**src/common/sifh_defs.svh**
```systemverilog
`ifndef SIFH_DEFS_SVH
`define SIFH_DEFS_SVH

// raw photon timestamp bits
`define SIFH_TS_WIDTH 10

// low timestamp bits dropped to form a bin
`define SIFH_BIN_SHIFT 4

// bins per pixel, must match TS width minus shift
`define SIFH_BIN_COUNT 64

// saturating bin counter width
`define SIFH_COUNT_WIDTH 8

// pixels sharing the histogram RAM
`define SIFH_PIXEL_NUM 4

// APB byte address width
`define SIFH_PADDR_WIDTH 8

`endif

```
**src/common/sifhRegPkg.sv**
```systemverilog
`include "sifh_defs.svh"

package sifhRegPkg;

    typedef logic [`SIFH_PADDR_WIDTH-1:0] apbAddrT;
    typedef logic [31:0] apbDataT;

    // completed frame counter in STATUS
    typedef logic [15:0] frameCountT;

    // byte offsets of the register map
    typedef enum apbAddrT {
        offCtrl   = 'h00,
        offStatus = 'h04,
        offPeak0  = 'h10,
        offPeak1  = 'h14,
        offPeak2  = 'h18,
        offPeak3  = 'h1C
    } regOffsetT;

endpackage

```
**src/common/sifhTypesPkg.sv**
```systemverilog
`include "sifh_defs.svh"

package sifhTypesPkg;

    // raw time of arrival from the detector
    typedef logic [`SIFH_TS_WIDTH-1:0] timestampT;

    // bin within one pixel's histogram
    typedef logic [$clog2(`SIFH_BIN_COUNT)-1:0] binIdxT;

    // pixel number
    typedef logic [$clog2(`SIFH_PIXEL_NUM)-1:0] pixelIdxT;

    // RAM address, pixel in the upper bits, bin below
    typedef logic [$bits(pixelIdxT)+$bits(binIdxT)-1:0] histAddrT;

    // one bin count, saturates at all ones
    typedef logic [`SIFH_COUNT_WIDTH-1:0] countT;

    // peak scan FSM
    typedef enum logic [2:0] {
        scanIdle,
        scanRead,
        scanCompare,
        scanStore,
        scanDone
    } scanStateT;

endpackage

```
**src/common/sifhIfs.sv**
```systemverilog
`timescale 1ns/10ps

// histogram RAM access port, used by the scan while the pipeline is idle
interface histPortIf
    import sifhTypesPkg::*;
();
    logic     readEn;
    histAddrT readAddr;
    countT    readData;
    logic     writeEn;
    histAddrT writeAddr;
    countT    writeData;

    // requester side
    modport client (
        output readEn, readAddr, writeEn, writeAddr, writeData,
        input  readData
    );

    // RAM owner side
    modport server (
        input  readEn, readAddr, writeEn, writeAddr, writeData,
        output readData
    );
endinterface

// one peak result per peakValid pulse
interface peakIf
    import sifhTypesPkg::*;
();
    logic     peakValid;
    pixelIdxT peakPixel;
    binIdxT   peakBin;
    countT    peakCount;

    modport source (output peakValid, peakPixel, peakBin, peakCount);
    modport sink   (input  peakValid, peakPixel, peakBin, peakCount);
endinterface

```
**src/histUpdate/histRam.sv**
```systemverilog
`timescale 1ns/10ps
`include "sifh_defs.svh"

module histRam
    import sifhTypesPkg::*;
(
    input  logic     clk,
    input  logic     readEn,
    input  histAddrT readAddr,
    output countT    readData,
    input  logic     writeEn,
    input  histAddrT writeAddr,
    input  countT    writeData
);

    // all pixels' bins in one array
    countT mem [`SIFH_PIXEL_NUM * `SIFH_BIN_COUNT];

    // histogram starts empty at power-up
    initial begin
        for (int i = 0; i < `SIFH_PIXEL_NUM * `SIFH_BIN_COUNT; i++) begin
            mem[i] = '0;
        end
    end

    // read returns old data on a same-address collision
    always_ff @(posedge clk) begin
        if (writeEn) begin
            mem[writeAddr] <= writeData;
        end
        if (readEn) begin
            readData <= mem[readAddr];
        end
    end

endmodule

```
**src/histUpdate/histUpdate.sv**
```systemverilog
`timescale 1ns/10ps

module histUpdate
    import sifhTypesPkg::*;
(
    input  logic      clk,
    input  logic      arstN,
    input  logic      decValid,
    input  histAddrT  decAddr,
    input  logic      decLast,
    histPortIf.server scanPort,
    output logic      frameDrained
);

    // stage 1 holds the sample whose read data is arriving
    logic     s1Valid;
    logic     s1Last;
    histAddrT s1Addr;
    // stage 2 drives the RAM write
    logic     s2Valid;
    logic     s2Last;
    histAddrT s2Addr;
    countT    s2Data;
    // write that landed on the same edge as the current read
    logic     wbValid;
    histAddrT wbAddr;
    countT    wbData;

    countT    curCount;
    countT    nextCount;
    logic     pipeBusy;

    logic     ramReadEn;
    histAddrT ramReadAddr;
    countT    ramReadData;
    logic     ramWriteEn;
    histAddrT ramWriteAddr;
    countT    ramWriteData;

    // newest value wins, the RAM copy may be one or two writes stale
    always_comb begin
        if (s2Valid && s2Addr == s1Addr) begin
            curCount = s2Data;
        end else if (wbValid && wbAddr == s1Addr) begin
            curCount = wbData;
        end else begin
            curCount = ramReadData;
        end
    end

    // saturating increment
    assign nextCount = (curCount == '1) ? curCount : curCount + 1'b1;

    always_ff @(posedge clk or negedge arstN) begin
        if (!arstN) begin
            s1Valid      <= 1'b0;
            s1Last       <= 1'b0;
            s2Valid      <= 1'b0;
            s2Last       <= 1'b0;
            wbValid      <= 1'b0;
            frameDrained <= 1'b0;
        end else begin
            s1Valid      <= decValid;
            s1Last       <= decLast;
            s2Valid      <= s1Valid;
            s2Last       <= s1Last;
            wbValid      <= s2Valid;
            // last sample is in the RAM by now
            frameDrained <= s2Last;
        end
    end

    always_ff @(posedge clk) begin
        s1Addr <= decAddr;
        s2Addr <= s1Addr;
        s2Data <= nextCount;
        wbAddr <= s2Addr;
        wbData <= s2Data;
    end

    // scan only owns the RAM once the increment pipeline is empty
    assign pipeBusy     = decValid || s1Valid || s2Valid;
    assign ramReadEn    = pipeBusy ? decValid : scanPort.readEn;
    assign ramReadAddr  = pipeBusy ? decAddr  : scanPort.readAddr;
    assign ramWriteEn   = pipeBusy ? s2Valid  : scanPort.writeEn;
    assign ramWriteAddr = pipeBusy ? s2Addr   : scanPort.writeAddr;
    assign ramWriteData = pipeBusy ? s2Data   : scanPort.writeData;
    assign scanPort.readData = ramReadData;

    histRam ram (
        .clk       (clk),
        .readEn    (ramReadEn),
        .readAddr  (ramReadAddr),
        .readData  (ramReadData),
        .writeEn   (ramWriteEn),
        .writeAddr (ramWriteAddr),
        .writeData (ramWriteData)
    );

endmodule

```
**src/peakScan/peakScan.sv**
```systemverilog
`timescale 1ns/10ps
`include "sifh_defs.svh"

module peakScan
    import sifhTypesPkg::*;
(
    input  logic      clk,
    input  logic      arstN,
    input  logic      frameDrained,
    histPortIf.client ramPort,
    peakIf.source     peakOut,
    output logic      scanBusy
);

    scanStateT state;
    pixelIdxT  pixel;
    // bin being read this cycle
    binIdxT    rdBin;
    // bin whose data is on readData
    binIdxT    cmpBin;
    logic      cmpValid;
    binIdxT    bestBin;
    countT     bestCount;
    logic      lastBin;
    logic      lastPixel;

    assign lastBin   = (rdBin == binIdxT'(`SIFH_BIN_COUNT - 1));
    assign lastPixel = (pixel == pixelIdxT'(`SIFH_PIXEL_NUM - 1));

    // one bin read per cycle while reading
    assign ramPort.readEn   = (state == scanRead);
    assign ramPort.readAddr = {pixel, rdBin};

    // zero each bin one cycle behind its read
    assign ramPort.writeEn   = cmpValid;
    assign ramPort.writeAddr = {pixel, cmpBin};
    assign ramPort.writeData = '0;

    // result is presented for exactly the store cycle
    assign peakOut.peakValid = (state == scanStore);
    assign peakOut.peakPixel = pixel;
    assign peakOut.peakBin   = bestBin;
    assign peakOut.peakCount = bestCount;

    always_ff @(posedge clk or negedge arstN) begin
        if (!arstN) begin
            state    <= scanIdle;
            scanBusy <= 1'b0;
            pixel    <= '0;
            rdBin    <= '0;
            cmpValid <= 1'b0;
        end else begin
            cmpValid <= (state == scanRead);
            case (state)
                scanIdle: begin
                    if (frameDrained) begin
                        state    <= scanRead;
                        scanBusy <= 1'b1;
                        pixel    <= '0;
                        rdBin    <= '0;
                    end
                end
                scanRead: begin
                    // wraps back to bin 0 for the next pixel
                    rdBin <= rdBin + 1'b1;
                    if (lastBin) begin
                        state <= scanCompare;
                    end
                end
                // last bin's data arrives here
                scanCompare: state <= scanStore;
                scanStore: begin
                    if (lastPixel) begin
                        state    <= scanDone;
                        scanBusy <= 1'b0;
                    end else begin
                        pixel <= pixel + 1'b1;
                        state <= scanRead;
                    end
                end
                scanDone: state <= scanIdle;
                default:  state <= scanIdle;
            endcase
        end
    end

    // running max, strict compare keeps the lowest bin on a tie
    always_ff @(posedge clk) begin
        cmpBin <= rdBin;
        if (state == scanIdle || state == scanStore) begin
            bestCount <= '0;
            bestBin   <= '0;
        end else if (cmpValid && ramPort.readData > bestCount) begin
            bestCount <= ramPort.readData;
            bestBin   <= cmpBin;
        end
    end

endmodule

```
**src/apbRegs.sv**
```systemverilog
`timescale 1ns/10ps
`include "sifh_defs.svh"

module apbRegs
    import sifhTypesPkg::*, sifhRegPkg::*;
(
    input  logic    clk,
    input  logic    arstN,
    input  logic    psel,
    input  logic    penable,
    input  logic    pwrite,
    input  apbAddrT paddr,
    input  apbDataT pwdata,
    output apbDataT prdata,
    output logic    pready,
    output logic    pslverr,
    peakIf.sink     peakIn,
    input  logic    scanBusy,
    output logic    sampleEnable
);

    regOffsetT  regSel;
    logic       access;
    logic       mapped;
    logic       ctrlWrite;
    logic       busyQ;
    frameCountT frameCount;
    pixelIdxT   peakSel;
    binIdxT     peakBinR   [`SIFH_PIXEL_NUM];
    countT      peakCountR [`SIFH_PIXEL_NUM];

    assign regSel  = regOffsetT'(paddr);
    // PEAKn word index
    assign peakSel = paddr[2 +: $bits(pixelIdxT)];
    assign access  = psel && penable;

    // never waits
    assign pready = 1'b1;

    // read mux, STATUS is busy in bit 0 and frameCount in 31:16
    always_comb begin
        prdata = '0;
        mapped = 1'b1;
        case (regSel)
            offCtrl: prdata[0] = sampleEnable;
            offStatus: begin
                prdata[0]     = scanBusy;
                prdata[31:16] = frameCount;
            end
            offPeak0, offPeak1, offPeak2, offPeak3: begin
                prdata[$bits(binIdxT)-1:0] = peakBinR[peakSel];
                prdata[8 +: $bits(countT)] = peakCountR[peakSel];
            end
            default: mapped = 1'b0;
        endcase
    end

    // only CTRL is writable
    assign pslverr   = access && (!mapped || (pwrite && regSel != offCtrl));
    assign ctrlWrite = access && pwrite && regSel == offCtrl;

    always_ff @(posedge clk or negedge arstN) begin
        if (!arstN) begin
            sampleEnable <= 1'b0;
            busyQ        <= 1'b0;
            frameCount   <= '0;
            for (int i = 0; i < `SIFH_PIXEL_NUM; i++) begin
                peakBinR[i]   <= '0;
                peakCountR[i] <= '0;
            end
        end else begin
            busyQ <= scanBusy;
            if (ctrlWrite) begin
                sampleEnable <= pwdata[0];
            end
            // frame done when busy drops
            if (busyQ && !scanBusy) begin
                frameCount <= frameCount + 1'b1;
            end
            if (peakIn.peakValid) begin
                peakBinR[peakIn.peakPixel]   <= peakIn.peakBin;
                peakCountR[peakIn.peakPixel] <= peakIn.peakCount;
            end
        end
    end

endmodule

```
**src/sampleDecode.sv**
```systemverilog
`timescale 1ns/10ps
`include "sifh_defs.svh"

module sampleDecode
    import sifhTypesPkg::*;
(
    input  logic      clk,
    input  logic      arstN,
    input  logic      sampleValid,
    input  pixelIdxT  samplePixel,
    input  timestampT sampleTime,
    input  logic      sampleLast,
    output logic      sampleReady,
    input  logic      sampleEnable,
    input  logic      scanBusy,
    output logic      decValid,
    output histAddrT  decAddr,
    output logic      decLast
);

    logic   accept;
    logic   noPhoton;
    logic   framePending;
    logic   busyQ;
    binIdxT sampleBin;

    // intake only when enabled and no frame waits for or sits in the scan
    assign sampleReady = sampleEnable && !scanBusy && !framePending;
    assign accept      = sampleValid && sampleReady;

    // all ones means no photon in this window
    assign noPhoton = (sampleTime == '1);

    // coarse bin, fine bits dropped
    assign sampleBin = sampleTime[`SIFH_TS_WIDTH-1:`SIFH_BIN_SHIFT];

    always_ff @(posedge clk or negedge arstN) begin
        if (!arstN) begin
            decValid     <= 1'b0;
            decLast      <= 1'b0;
            framePending <= 1'b0;
            busyQ        <= 1'b0;
        end else begin
            // dropped samples still pass the frame marker on
            decValid <= accept && !noPhoton;
            decLast  <= accept && sampleLast;
            busyQ    <= scanBusy;
            // hold off the next frame until its scan has finished
            if (accept && sampleLast) begin
                framePending <= 1'b1;
            end else if (busyQ && !scanBusy) begin
                framePending <= 1'b0;
            end
        end
    end

    // address payload, only meaningful with decValid
    always_ff @(posedge clk) begin
        if (accept) begin
            decAddr <= {samplePixel, sampleBin};
        end
    end

endmodule

```
**src/sifhTop.sv**
```systemverilog
`timescale 1ns/10ps

module sifhTop
    import sifhTypesPkg::*, sifhRegPkg::*;
(
    input  logic      clk,
    input  logic      arstN,
    // photon sample stream
    input  logic      sampleValid,
    input  pixelIdxT  samplePixel,
    input  timestampT sampleTime,
    input  logic      sampleLast,
    output logic      sampleReady,
    // APB slave
    input  logic      psel,
    input  logic      penable,
    input  logic      pwrite,
    input  apbAddrT   paddr,
    input  apbDataT   pwdata,
    output apbDataT   prdata,
    output logic      pready,
    output logic      pslverr
);

    logic     sampleEnable;
    logic     scanBusy;
    logic     decValid;
    histAddrT decAddr;
    logic     decLast;
    logic     frameDrained;

    // scan access to the histogram RAM
    histPortIf histPort ();
    // per-pixel peak results into the register file
    peakIf     peakBus ();

    sampleDecode decode (
        .clk          (clk),
        .arstN        (arstN),
        .sampleValid  (sampleValid),
        .samplePixel  (samplePixel),
        .sampleTime   (sampleTime),
        .sampleLast   (sampleLast),
        .sampleReady  (sampleReady),
        .sampleEnable (sampleEnable),
        .scanBusy     (scanBusy),
        .decValid     (decValid),
        .decAddr      (decAddr),
        .decLast      (decLast)
    );

    histUpdate execute (
        .clk          (clk),
        .arstN        (arstN),
        .decValid     (decValid),
        .decAddr      (decAddr),
        .decLast      (decLast),
        .scanPort     (histPort.server),
        .frameDrained (frameDrained)
    );

    peakScan scan (
        .clk          (clk),
        .arstN        (arstN),
        .frameDrained (frameDrained),
        .ramPort      (histPort.client),
        .peakOut      (peakBus.source),
        .scanBusy     (scanBusy)
    );

    apbRegs regs (
        .clk          (clk),
        .arstN        (arstN),
        .psel         (psel),
        .penable      (penable),
        .pwrite       (pwrite),
        .paddr        (paddr),
        .pwdata       (pwdata),
        .prdata       (prdata),
        .pready       (pready),
        .pslverr      (pslverr),
        .peakIn       (peakBus.sink),
        .scanBusy     (scanBusy),
        .sampleEnable (sampleEnable)
    );

endmodule

```
**config.mk**
```make
export PLATFORM = sky130hd
export DESIGN_NAME = sifhTop
export DESIGN_NICKNAME = d
export VERILOG_FILES = /design/src/common/sifhRegPkg.sv /design/src/common/sifhTypesPkg.sv /design/src/common/sifhIfs.sv /design/src/histUpdate/histRam.sv /design/src/histUpdate/histUpdate.sv /design/src/peakScan/peakScan.sv /design/src/apbRegs.sv /design/src/sampleDecode.sv /design/src/sifhTop.sv
export VERILOG_INCLUDE_DIRS = /design/src /design/src/common
export SDC_FILE = /design/constraint.sdc
export NUM_CORES = 2
export LEC_CHECK = 0
export CAP_MARGIN = 15
export CORE_MARGIN = 10
export CORE_UTILIZATION = 57
export DETAILED_ROUTE_END_ITERATION = 7
export DONT_BUFFER_PORTS = 1
export PLACE_DENSITY = 0.75
export SLEW_MARGIN = 0
export SYNTH_ARGS = -nofsm -noshare
export SYNTH_HDL_FRONTEND = slang
export SYNTH_SLANG_ARGS = --single-unit
```
**constraint.sdc**
```tcl
create_clock -name clk -period 5.35 [get_ports clk]
set_input_delay 0.2675 -clock clk [delete_from_list [all_inputs] [get_ports clk]]
set_output_delay 0.2675 -clock clk [all_outputs]
set_load 0.05 [all_outputs]
```
==> reports/metrics.cfg <==
[sta]
rsz0062_at_grt=no
worst_slew_pin_slew_ps=1330
fin_crit_sh=0.925
slew_headroom=0.116
fin_skew_ps=45.4
timing.fmax_mhz=202
holdWs_ps=49.0
finalSetupViolations=0
fin_crit_ps=4950
tns_ps=0
finalHoldViolations=0
slew_viol_final=0

[hold_path]
min_to=decode.decAddr[6]$_DFFE_PP_
holdPathStages=1
hold_class=input port to flop
min-delay-start=samplePixel[0]

[synth]
ys_seq_area_frac=0.740
synth_top_area_share=0.700
synth_top_area_cell=edfxtp_1
syn_inst=6443
synth-main-ff-cell=edfxtp_1
ys_warn_count=0
synth_xor_xnor_area_share=0.00326
synth_edf_count=2064
synth.top_cells.by_count=edfxtp_1, nand2_1, nand3_1, nor2_1, mux2i_1
synthAdderAreaFrac=0.00198
synth_cell_types=88
syn_avg_cell_area_um2=13.7
synth-compound-area-share=0.0566
ys_async_sr_fraction=0.0432
ys_ff_latch=2220
synth.area.mux_share=0.0409
synthSimpleGateAreaFrac=0.134
yosysMostFrequentCell=edfxtp_1
synthTopCellsByArea=edfxtp_1, nand2_1, mux2i_1
synthesis.area_um2=88600
synth_top_family_by_area=simple AND/OR/NAND/NOR gates

[detailed_routing]
antenna_left=0
vias=58616
via_per_inst=6.64
drt_iter0_drc=9888
dr.pass1.iters=8
drcViolationCount=6
routed_wl_mm=264
wl_per_cell_um=29.9

[worst_setup_path]
cp-start-kind=flop
timing.rr.start=execute.s1Valid$_DFF_PN0_
r2r_slack_ps=400
r2r_cells=9
worst_r2r_endpoint=execute.ram.readData[7]$_DFFE_PP_
crit_required_ps=5900
end_kind=flop
path_max_fanout=69
cp.arrival_ps=5500
crit_type=flop to flop

[pwr]
pwr_density_cell_nw_per_um2=334
p_leak_nw=31.1
max-vdd-ir-drop_v=0.000356

[clock_tree]
clk_path_buf_depth=3
clockRootBuffer=clkbuf_16
cts_max_level=4
clk_pin_slew_ps=70
ctsResizeCount=0
clock_sinks=2220
clkLatencyLatePin_ps=860
cts_tree=built
cts_buffers=210

[global_route]
grt_pass1_vias=55562
grt_pass1_wl_mm=379
grt_antenna_before_repair=14
overflow=0
grt_max_degree=145
globalRouteTotalUtil=0.298

[final_layout]
drive_gt1_frac=0.107
nNetsFinal=6670
post-route-util=0.644
syn_to_final_growth_pct=12.2

[floorplan]
die_area_um2=172000
die_w_um=414
io_pins=94
die_h_um=414
num_rows=144
start_util=0.574
coreArea_um2=154000

[run]
maxCapViolCount=0

[outcome]
violations=DRC
status=finished with violations

[placement]
io_buffers=0
dpl.hpwl_mm=164
place_congestion=0.975

==> placed cells by master (no fill, tap or decap), types with 24 or more instances in the layout <==
cell and instances:
a31oi_1 155, mux2_2 37, buf_12 48, mux2i_1 262
clkbuf_16 213, nor2_1 324, nand2_1 1442, clkbuf_1 58
a311oi_1 24, o2111ai_1 28, clkinv_2 31, clkinv_1 51
dfxtp_1 60, xnor2_1 26, a32oi_1 96, o22ai_1 63
edfxtp_1 2064, nand4_1 157, a211oi_1 63, and3_1 91
buf_4 281, nand3_1 528, dfrtp_1 96, o21ai_0 116
a21oi_1 64
==> flip-flops by register name, summed over array words and instances, names as in the netlist, 16 cells and up <==
signal           flops
execute.ram.mem   2048
regs.peakCountR     32
regs.peakBinR       24
regs.frameCount     16
==> stage by stage <==
stage               cells  total power, mW  cell area (um^2)  setup slack [ps]
finish               8825             33.2             99300               402
global route         8819             33.9             99300               420
CTS                  8816             33.2             99300               716
detailed placement   8409             19.1             92500               739
global placement     8408             19.1             92400               777
floorplan            6444             19.1             88600              1620
==> worst max path at each step <==
stage                              start                                end  depth (start not counted)
2_1_floorplan  execute.s2Valid$_DFF_PN0_    execute.ram.mem[0][0]$_DFFE_PP_                          7
5_1_grt        execute.s1Valid$_DFF_PN0_  execute.ram.readData[3]$_DFFE_PP_                         11
6_report       execute.s1Valid$_DFF_PN0_  execute.ram.readData[7]$_DFFE_PP_                          9
3_3_place_gp   execute.s1Valid$_DFF_PN0_  execute.ram.readData[5]$_DFFE_PP_                         12
4_1_cts        execute.s1Valid$_DFF_PN0_  execute.ram.readData[5]$_DFFE_PP_                         12
3_5_place_dp   execute.s1Valid$_DFF_PN0_  execute.ram.readData[7]$_DFFE_PP_                         10
==> worst max-delay path, cell delays in order (launching register included) <==
cell and delay, ps:
dfrtp_1 660, or4b_2 960, buf_4 360, a211oi_4 300, buf_12 440, a32oi_1 190
nand4_1 490, nand4_1 190, nor4_1 800, nand4_1 190
==> report_power, final <==
| group | switching (mW) | internal, mW |
|---|---|---|
| Combinational | 0.0241 | 0.0146 |
| Clock | 6.44 | 8.06 |
| Sequential | 0.000106 | 18.7 |
==> layout make-up <==
type	instances	area (um^2)
inverters	18	67.6
multi-input cells	3797	21200
well taps	2044	2560
fillers	10700	54900
diodes	7	17.5
flip-flops and latches	2220	65600
clock inverters	118	1090
repair buffers	350	3310
clock buffers	271	5550
==> repair_timing <==
item | CTS | global route
buffers inserted | 0 | 0
endpoints found under the setup margin | 0 | 0
hold buffers | 18 | 0
endpoints found under the hold margin | 116 | 0
==> logic make-up (layout without fill, tap and decap cells) <==
group | count (synthesis) | in the layout
XOR/XNOR | 33 | 33
adder cells (fa/ha/maj) | 14 | 14
AND/OR/NAND/NOR | 2695 | 2695
multiplexers | 329 | 329
other | 2 | 10
buffers and inverters | 427 | 757
flip-flops | 2220 | 2220
AO/OA/AOI/OAI | 723 | 723
==> layer usage <==
layer | track usage | wire (um) | vias to the layer above
met5 | 0 | 261 | -
met4 | 0.173 | 18500 | 16
met3 | 0.0971 | 37500 | 960
met2 | 0.445 | 116000 | 4482
met1 | 0.384 | 91300 | 28632
li1 | - | - | 24526
(Power assumes the default switching activity.)
